File: src/rtl/axi_wr_stats_config.svh
`ifndef AXI_WR_STATS_CONFIG_SVH
`define AXI_WR_STATS_CONFIG_SVH

// --------------------------------------------------
// sizing of the write-side statistics block
// --------------------------------------------------

// width of every statistic and of the axi-lite read data
`define STAT_WIDTH 32

// axi-lite byte address, 6 bit index plus 2 bit byte offset
`define AXIL_ADDR_WIDTH 8

// outstanding burst counters and their maxima
`define DEPTH_WIDTH 8

// registers 0 to 17 are mapped, anything above reads as an error
`define STAT_COUNT 18

`endif

File: src/rtl/axi_wr_stats_pkg.sv
`include "axi_wr_stats_config.svh"

package axi_wr_stats_pkg;

  // register map, one 32 bit word per statistic
  typedef enum logic [5:0] {
    STAT_AW_BURST_CNT = 6'd0,
    STAT_W_BURST_CNT  = 6'd1,
    STAT_W_BEAT_CNT   = 6'd2,
    STAT_ERR_CNT      = 6'd3,
    STAT_AW_DEPTH_MAX = 6'd4,
    STAT_W_DEPTH_MAX  = 6'd5,
    STAT_IDLE         = 6'd6,
    STAT_SLOW_DATA    = 6'd7,
    STAT_STALL        = 6'd8,
    STAT_EARLY_BEAT   = 6'd9,
    STAT_AWR_EARLY    = 6'd10,
    STAT_ADDR_STALL   = 6'd11,
    STAT_DATA_LAG     = 6'd12,
    STAT_ADDR_LAG     = 6'd13,
    STAT_EARLY_STALL  = 6'd14,
    STAT_B_LAG        = 6'd15,
    STAT_B_STALL      = 6'd16,
    STAT_B_END        = 6'd17
  } stat_id_t;

  // read address seen either as a byte address or as word index plus offset
  typedef union packed {
    logic [`AXIL_ADDR_WIDTH-1:0] raw;
    struct packed {
      logic [5:0] idx;
      logic [1:0] offset;
    } reg_view;
  } axil_addr_u;

  // handshake and response bits of the monitored write bus
  typedef struct packed {
    logic       awvalid;
    logic       awready;
    logic       wvalid;
    logic       wready;
    logic       wlast;
    logic       bvalid;
    logic       bready;
    logic [1:0] bresp;
  } axi_wr_bus_t;

  typedef struct packed {
    logic aw_fire;
    logic w_fire;
    logic w_last_fire;
    logic b_fire;
    logic b_err;
  } wr_events_t;

  typedef struct packed {
    logic [`DEPTH_WIDTH-1:0] aw_cnt;
    logic [`DEPTH_WIDTH-1:0] w_cnt;
    logic [`DEPTH_WIDTH-1:0] aw_max;
    logic [`DEPTH_WIDTH-1:0] w_max;
  } depth_t;

  // one enable per cycle bucket, same order as registers 6 to 17
  typedef struct packed {
    logic idle;
    logic slow_data;
    logic stall;
    logic early_beat;
    logic awr_early;
    logic addr_stall;
    logic data_lag;
    logic addr_lag;
    logic early_stall;
    logic b_lag;
    logic b_stall;
    logic b_end;
  } bucket_t;

  typedef logic [`STAT_WIDTH-1:0] stat_bank_t[`STAT_COUNT];

endpackage

File: src/rtl/axi_wr_stats.sv
`timescale 1ns/100ps

`include "axi_wr_stats_config.svh"

module axi_wr_stats
  import axi_wr_stats_pkg::*;
(
  input  logic                   clk,
  input  logic                   rst_n,
  input  logic                   stat_clear,
  input  axi_wr_bus_t            bus,
  input  axil_addr_u             araddr,
  input  logic                   arvalid,
  output logic                   arready,
  output logic                   rvalid,
  output logic [`STAT_WIDTH-1:0] rdata,
  output logic [1:0]             rresp,
  input  logic                   rready
);

  localparam int NUM_CNT = 16;

  wr_events_t             events;
  depth_t                 depth;
  bucket_t                buckets;
  logic [11:0]            bucket_bits;
  logic                   stat_inc[NUM_CNT];
  logic [`STAT_WIDTH-1:0] cnt_val[NUM_CNT];
  stat_bank_t             stats;

  // --------------------------------------------------
  // bus event decode
  // --------------------------------------------------

  assign events.aw_fire     = bus.awvalid && bus.awready;
  assign events.w_fire      = bus.wvalid && bus.wready;
  assign events.w_last_fire = bus.wvalid && bus.wready && bus.wlast;
  assign events.b_fire      = bus.bvalid && bus.bready;
  assign events.b_err       = bus.bvalid && bus.bready && (bus.bresp != 2'b00);

  outstanding_tracker outstanding_tracker_i (
    .clk   (clk),
    .rst_n (rst_n),
    .clr   (stat_clear),
    .events(events),
    .depth (depth)
  );

  write_cycle_classifier write_cycle_classifier_i (
    .clk    (clk),
    .rst_n  (rst_n),
    .clr    (stat_clear),
    .bus    (bus),
    .depth  (depth),
    .buckets(buckets)
  );

  // --------------------------------------------------
  // counter bank
  // --------------------------------------------------

  // idle sits in the top bit of the bucket struct
  assign bucket_bits = buckets;

  always_comb begin
    stat_inc[0] = events.aw_fire;
    stat_inc[1] = events.w_last_fire;
    stat_inc[2] = events.w_fire;
    stat_inc[3] = events.b_err;
    for (int i = 0; i < 12; i++) begin
      stat_inc[4+i] = bucket_bits[11-i];
    end
  end

  for (genvar k = 0; k < NUM_CNT; k++) begin : g_cnt
    stat_counter #(
      .WIDTH(`STAT_WIDTH)
    ) stat_counter_i (
      .clk  (clk),
      .rst_n(rst_n),
      .clr  (stat_clear),
      .inc  (stat_inc[k]),
      .dec  (1'b0),
      .cnt  (cnt_val[k])
    );
  end

  // registers 4 and 5 are the depth peaks, the rest come from counters
  always_comb begin
    stats[int'(STAT_AW_BURST_CNT)] = cnt_val[0];
    stats[int'(STAT_W_BURST_CNT)]  = cnt_val[1];
    stats[int'(STAT_W_BEAT_CNT)]   = cnt_val[2];
    stats[int'(STAT_ERR_CNT)]      = cnt_val[3];
    stats[int'(STAT_AW_DEPTH_MAX)] = `STAT_WIDTH'(depth.aw_max);
    stats[int'(STAT_W_DEPTH_MAX)]  = `STAT_WIDTH'(depth.w_max);
    for (int i = 0; i < 12; i++) begin
      stats[int'(STAT_IDLE)+i] = cnt_val[4+i];
    end
  end

  stat_reg_read stat_reg_read_i (
    .clk    (clk),
    .rst_n  (rst_n),
    .araddr (araddr),
    .arvalid(arvalid),
    .arready(arready),
    .rvalid (rvalid),
    .rdata  (rdata),
    .rresp  (rresp),
    .rready (rready),
    .stats  (stats)
  );

endmodule

File: src/rtl/outstanding_tracker.sv
`timescale 1ns/100ps

`include "axi_wr_stats_config.svh"

module outstanding_tracker
  import axi_wr_stats_pkg::*;
(
  input  logic       clk,
  input  logic       rst_n,
  input  logic       clr,
  input  wr_events_t events,
  output depth_t     depth
);

  logic [`DEPTH_WIDTH-1:0] aw_cnt;
  logic [`DEPTH_WIDTH-1:0] w_cnt;
  logic [`DEPTH_WIDTH-1:0] aw_max;
  logic [`DEPTH_WIDTH-1:0] w_max;

  // address accepted up to its write response
  stat_counter #(
    .WIDTH(`DEPTH_WIDTH)
  ) aw_cnt_i (
    .clk  (clk),
    .rst_n(rst_n),
    .clr  (clr),
    .inc  (events.aw_fire),
    .dec  (events.b_fire),
    .cnt  (aw_cnt)
  );

  // last data beat accepted up to its write response
  stat_counter #(
    .WIDTH(`DEPTH_WIDTH)
  ) w_cnt_i (
    .clk  (clk),
    .rst_n(rst_n),
    .clr  (clr),
    .inc  (events.w_last_fire),
    .dec  (events.b_fire),
    .cnt  (w_cnt)
  );

  // peaks lag the counts by one cycle
  always_ff @(posedge clk) begin
    if (!rst_n || clr) begin
      aw_max <= '0;
      w_max  <= '0;
    end else begin
      if (aw_cnt > aw_max) aw_max <= aw_cnt;
      if (w_cnt > w_max) w_max <= w_cnt;
    end
  end

  assign depth = '{aw_cnt: aw_cnt, w_cnt: w_cnt, aw_max: aw_max, w_max: w_max};

endmodule

File: src/rtl/stat_counter.sv
`timescale 1ns/100ps

`include "axi_wr_stats_config.svh"

module stat_counter #(
  parameter int WIDTH = `STAT_WIDTH
) (
  input  logic             clk,
  input  logic             rst_n,
  input  logic             clr,
  input  logic             inc,
  input  logic             dec,
  output logic [WIDTH-1:0] cnt
);

  // inc and dec together cancel out, the count wraps at both ends
  always_ff @(posedge clk) begin
    if (!rst_n || clr) begin
      cnt <= '0;
    end else if (inc && !dec) begin
      cnt <= cnt + 1'b1;
    end else if (dec && !inc) begin
      cnt <= cnt - 1'b1;
    end
  end

endmodule

File: src/rtl/stat_reg_read.sv
`timescale 1ns/100ps

`include "axi_wr_stats_config.svh"

module stat_reg_read
  import axi_wr_stats_pkg::*;
(
  input  logic                   clk,
  input  logic                   rst_n,
  input  axil_addr_u             araddr,
  input  logic                   arvalid,
  output logic                   arready,
  output logic                   rvalid,
  output logic [`STAT_WIDTH-1:0] rdata,
  output logic [1:0]             rresp,
  input  logic                   rready,
  input  stat_bank_t             stats
);

  logic                   ar_fire;
  logic                   mapped;
  logic [`STAT_WIDTH-1:0] sel_data;

  // the response slot is free when empty or draining this cycle
  assign arready = !rvalid || rready;
  assign ar_fire = arvalid && arready;

  // --------------------------------------------------
  // register lookup
  // --------------------------------------------------

  // word index only, the byte offset is ignored
  assign mapped = araddr.reg_view.idx < 6'(`STAT_COUNT);

  always_comb begin
    sel_data = '0;
    for (int i = 0; i < `STAT_COUNT; i++) begin
      if (araddr.reg_view.idx == 6'(i)) sel_data = stats[i];
    end
  end

  // --------------------------------------------------
  // read response
  // --------------------------------------------------

  always_ff @(posedge clk) begin
    if (!rst_n) begin
      rvalid <= 1'b0;
    end else if (ar_fire) begin
      rvalid <= 1'b1;
    end else if (rready) begin
      rvalid <= 1'b0;
    end
  end

  // held while rvalid waits on rready
  always_ff @(posedge clk) begin
    if (ar_fire) begin
      rdata <= sel_data;
      rresp <= mapped ? 2'b00 : 2'b11;
    end
  end

endmodule

File: src/rtl/write_cycle_classifier.sv
`timescale 1ns/100ps

module write_cycle_classifier
  import axi_wr_stats_pkg::*;
(
  input  logic        clk,
  input  logic        rst_n,
  input  logic        clr,
  input  axi_wr_bus_t bus,
  input  depth_t      depth,
  output bucket_t     buckets
);

  logic       w_in_progress;
  logic [8:0] cls;
  bucket_t    bucket_next;

  // --------------------------------------------------
  // data burst tracking
  // --------------------------------------------------

  // set by a beat that is not the accepted last one, cleared by the accepted last
  always_ff @(posedge clk) begin
    if (!rst_n) begin
      w_in_progress <= 1'b0;
    end else if (bus.wvalid) begin
      w_in_progress <= !(bus.wready && bus.wlast);
    end
  end

  // --------------------------------------------------
  // cycle bucketing
  // --------------------------------------------------

  assign cls = {
    depth.aw_cnt != '0,
    depth.w_cnt != '0,
    w_in_progress,
    bus.awvalid,
    bus.awready,
    bus.wvalid,
    bus.wready,
    bus.bvalid,
    bus.bready
  };

  // first match wins, no match leaves every bucket off
  always_comb begin
    bucket_next = '0;
    casez (cls)
      // nothing pending, nothing offered
      9'b0000?0???: bucket_next.idle        = 1'b1;

      // throughput
      9'b1?1??0???: bucket_next.slow_data   = 1'b1;
      9'b1????10??: bucket_next.stall       = 1'b1;
      9'b0?1??10??: bucket_next.stall       = 1'b1;
      9'b0??0?11??: bucket_next.early_beat  = 1'b1;

      // latency
      9'b000110???: bucket_next.awr_early   = 1'b1;
      9'b000100???: bucket_next.addr_stall  = 1'b1;
      9'b100??0???: bucket_next.data_lag    = 1'b1;
      9'b010??0???: bucket_next.addr_lag    = 1'b1;
      9'b0?1??0???: bucket_next.addr_lag    = 1'b1;
      9'b0?0??10??: bucket_next.early_stall = 1'b1;

      // waiting on the write response
      9'b110??0?0?: bucket_next.b_lag       = 1'b1;
      9'b110??0?10: bucket_next.b_stall     = 1'b1;
      9'b110??0?11: bucket_next.b_end       = 1'b1;
      default:      bucket_next             = '0;
    endcase
  end

  always_ff @(posedge clk) begin
    if (!rst_n || clr) begin
      buckets <= '0;
    end else begin
      buckets <= bucket_next;
    end
  end

endmodule

File: config.mk
export PLATFORM = sky130hd
export DESIGN_NAME = axi_wr_stats
export DESIGN_NICKNAME = d
export VERILOG_FILES = /design/src/rtl/axi_wr_stats_pkg.sv /design/src/rtl/axi_wr_stats.sv /design/src/rtl/outstanding_tracker.sv /design/src/rtl/stat_counter.sv /design/src/rtl/stat_reg_read.sv /design/src/rtl/write_cycle_classifier.sv
export VERILOG_INCLUDE_DIRS = /design/src /design/src/rtl
export SDC_FILE = /design/constraint.sdc
export NUM_CORES = 1
export LEC_CHECK = 0
export ABC_AREA = 1
export BUFFER_PORTS_ARGS = -buffer_cell sky130_fd_sc_hd__buf_2
export CELL_PAD_IN_SITES_DETAIL_PLACEMENT = 0
export CELL_PAD_IN_SITES_GLOBAL_PLACEMENT = 1
export CORE_MARGIN = 8
export CORE_UTILIZATION = 42
export DETAILED_ROUTE_END_ITERATION = 7
export GPL_TIMING_DRIVEN = 1
export PLACE_DENSITY_LB_ADDON = 0.1
export SYNTH_ARGS = -nofsm -noshare
export SYNTH_HDL_FRONTEND = slang
export SYNTH_SLANG_ARGS = --single-unit
export TNS_END_PERCENT = 100
File: constraint.sdc
create_clock -name clk -period 2.65 [get_ports clk]
set_clock_uncertainty 0.05 [all_clocks]
set_input_delay 0.3975 -clock clk [delete_from_list [all_inputs] [get_ports clk]]
set_output_delay 0.3975 -clock clk [all_outputs]
set_load 0.01 [all_outputs]
==> metrics.yaml <==
cts:
  numCtsBuffers: 72
  cts.sinks: 591
  root_buffer: "clkbuf_16"
  clk_pin_slew_worst_paths_ns: 0.06
  insertion_delay_ns: 0.63
  cts_buffer_depth: 3
  h-tree-depth: 3
  tritoncts: "yes"
synth:
  synthAdderAreaFrac: 0.0194
  synth_simple_gate_area_frac: 0.342
  synth_area_leaders: "dfxtp_1, nand2_1, inv_1"
  avgSynthCellArea_um2: 6.72
  ys_ff_latch: 591
  synth_top_family_by_area: "simple AND/OR/NAND/NOR gates"
  yosysUniqueCellTypes: 59
  synth-edff-count: 33
  synth_compound_area_frac: 0.136
  synthXorXnorAreaFrac: 0.0262
  synth_ff_type: "dfxtp_1"
  synthMuxAreaShare: 0
  synth_common_cells: "nand2_1, inv_1, nor2_1"
  syn_inst: 4730
  synth-async-reset-ratio: 0
  synth_nets: 4800
  synth_most_common_cell: "nand2_1"
  synth.top_cell.area_share: 0.351
  yosysTopAreaCell: "dfxtp_1"
  yosysWarnings: 0
  syn_area_um2: 31800
  yosysSeqAreaShare: 0.382
worst_setup_path:
  crit_fanout: 16
  crit_arrival_ns: 2.94
  crit_path_end_kind: "flip-flop"
  critPathLaunchType: "input port"
  worstReg2RegEnd: "stat_reg_read_i.rdata[6]"
  rrSetupSlack_ns: 0.13
  worstReg2RegStart: "g_cnt[1].stat_counter_i.cnt[6]"
  crit_type: "input port to flip-flop"
  ff2ff_path_depth: 11
  cp.required_ns: 2.96
floorplan:
  initial_core_util: 0.422
  num_rows: 101
  die_w_um: 291
  core_um2: 75400
  die_h_um: 291
  die-area_um2: 84800
  ios: 58
drt:
  via_count: 31729
  antenna_left: 0
  routed_wl_um: 114000
  first_pass_iters: 5
  initialDrtViolationCount: 2768
  routedWlPerCell_um: 19.0
  vias_per_cell: 5.29
  drc: 0
sta:
  setup_violations: 0
  hold_ws_ns: 0.0647
  fmax_mhz: 381
  tightest_slew_ns: 0.839
  period_share: 0.992
  setup_slack_ns: 0.0222
  finalCriticalPeriod_ns: 2.63
  max-slew-margin-rel: 0.441
  hold_violations: 0
  grt_setup_unrepaired: "true"
  slew_viol_final: 0
grt:
  grt_overflow: 0
  antenna_found_initial: 1
  grt_pass1_wl_um: 175000
  gr-usage-all-layers: 0.261
  grt_pass1_vias: 29700
  grt_max_degree: 175
placement:
  place_ws_ns: -0.697
  dp_hpwl_um: 89500
  port_buffers: 55
  place.gp.congestion: 0.962
finish:
  drive_above_1_share: 0.108
  final_nets: 5036
  syn2layout_area_growth_pct: 17.0
  num-fill-cells: 7727
  post-route-util: 0.493
  multiInputGateArea_um2: 16800
  regArea_um2: 12200
worst_hold_path:
  hold-path-cell-count: 3
  hold_end: "write_cycle_classifier_i.w_in_progress"
  min_path_type: "input port to flip-flop"
  hp-start: "bus[6]"
power_and_ir_drop:
  powerDensity_nw_per_um2: 559
  ir_drop_uv: 486
  totalPowerFinal_w: 0.0208
  p_leak_nw: 12.7
status:
  outcome: "completed"
run:
  maxCapViolCount: 0
[where the power goes]
part | switching [W] | internal [W] | total [W]
Clock | 0.00414 | 0.00577 | 0.00992
Combinational | 0.00104 | 0.000519 | 0.00156
Sequential | 0.000185 | 0.00913 | 0.00932
Total | 0.00537 | 0.0154 | 0.0208
[state kept, by name, summed over array words and instances, names as in the netlist]
register,cells
g_cnt.stat_counter_i.cnt,512
outstanding_tracker_i.aw_cnt_i.cnt,8
outstanding_tracker_i.aw_max,8
outstanding_tracker_i.w_cnt_i.cnt,8
outstanding_tracker_i.w_max,8
stat_reg_read_i.rdata,32
stat_reg_read_i.rresp,1
stat_reg_read_i.rvalid,1
write_cycle_classifier_i.buckets,12
write_cycle_classifier_i.w_in_progress,1
[final cells by class]
class,count,area share
clock inverter,21,0.00562
tap,978,0.0329
antenna,1,0.0000673
timing repair buffer,274,0.0570
sequential,591,0.327
clock buffer,110,0.0574
inverter,675,0.0683
multi-input combinational,3352,0.452
[stage by stage]
stage | TNS [ns] | std cells | instance area [um2]
after floorplan | 0 | 4730 | 31800
after global placement | -10.28 | 5864 | 34700
after detailed placement | -11.95 | 5864 | 34700
after CTS | 0 | 6000 | 37100
after global routing | -0.0490 | 6001 | 37200
final | 0 | 6002 | 37200
[repair_timing]
action,in CTS,in global routing
hold buffers,5,0
pin swaps,0,8
setup endpoints to repair,1,19
resized for setup,1,34
endpoints found under the hold margin,4,0
setup buffers,0,1
[placed cells by master, fill, tap and decap left out, drive strengths merged, types with 23 or more instances in the layout]
cell    count
nor2      656
buf       269
o21ai     320
nor3      238
xor2       80
nor4       94
nand4     159
o21a       44
dfxtp     558
ha         46
clkbuf    110
edfxtp     33
nand2     982
nand3     221
inv       676
nor3b      23
a21oi     378
[worst max-delay path, stage by stage]
cell and delay (ns):
buf_2 0.12, nor2_2 0.06, buf_12 0.15, inv_2 0.12, buf_4 0.14, nor2_4 0.04, buf_4 0.17, nand2_1 0.06
o21ai_0 0.13, o21ai_1 0.29, nand3_1 0.15, nor2_1 0.25, nand4_1 0.21, nor2_1 0.32, nand3b_1 0.15, nand2_1 0.09
nand3_1 0.07
[per-layer routing]
| layer | part of all wire | GRT usage | vias to the layer above |
|---|---|---|---|
| met4 | 0.030 | 0.0763 | 0 |
| met5 | 0 | 0 | - |
| met2 | 0.42 | 0.391 | 935 |
| met1 | 0.47 | 0.367 | 14544 |
| li1 | - | - | 16074 |
| met3 | 0.084 | 0.0667 | 176 |
[kinds of logic (layout without fill, tap and decap cells)]
logic type / count (synthesis) / after routing
adders and majority gates: 48 / 48
buffers and inverters: 787 / 1080
xor gates and xnor gates: 95 / 95
and+or+nand+nor: 2405 / 2405
AOI/OAI and AO/OA: 804 / 804
DFF: 591 / 591
other: 0 / 1
[how the worst max path moves through the flow]
stage,from,endpoint,slack [ns],cells past startpoint
after CTS,araddr[5],stat_reg_read_i.rdata[17],0.02,19
final,araddr[5],stat_reg_read_i.rdata[8],0.02,17
after global routing,araddr[5],stat_reg_read_i.rdata[5],-0.03,15
after global placement,araddr[5],stat_reg_read_i.rdata[17],-0.66,19
after detailed placement,araddr[5],stat_reg_read_i.rdata[8],-0.70,17
after floorplan,arvalid,stat_reg_read_i.rdata[0],0.10,2
(Power assumes the default switching activity.)
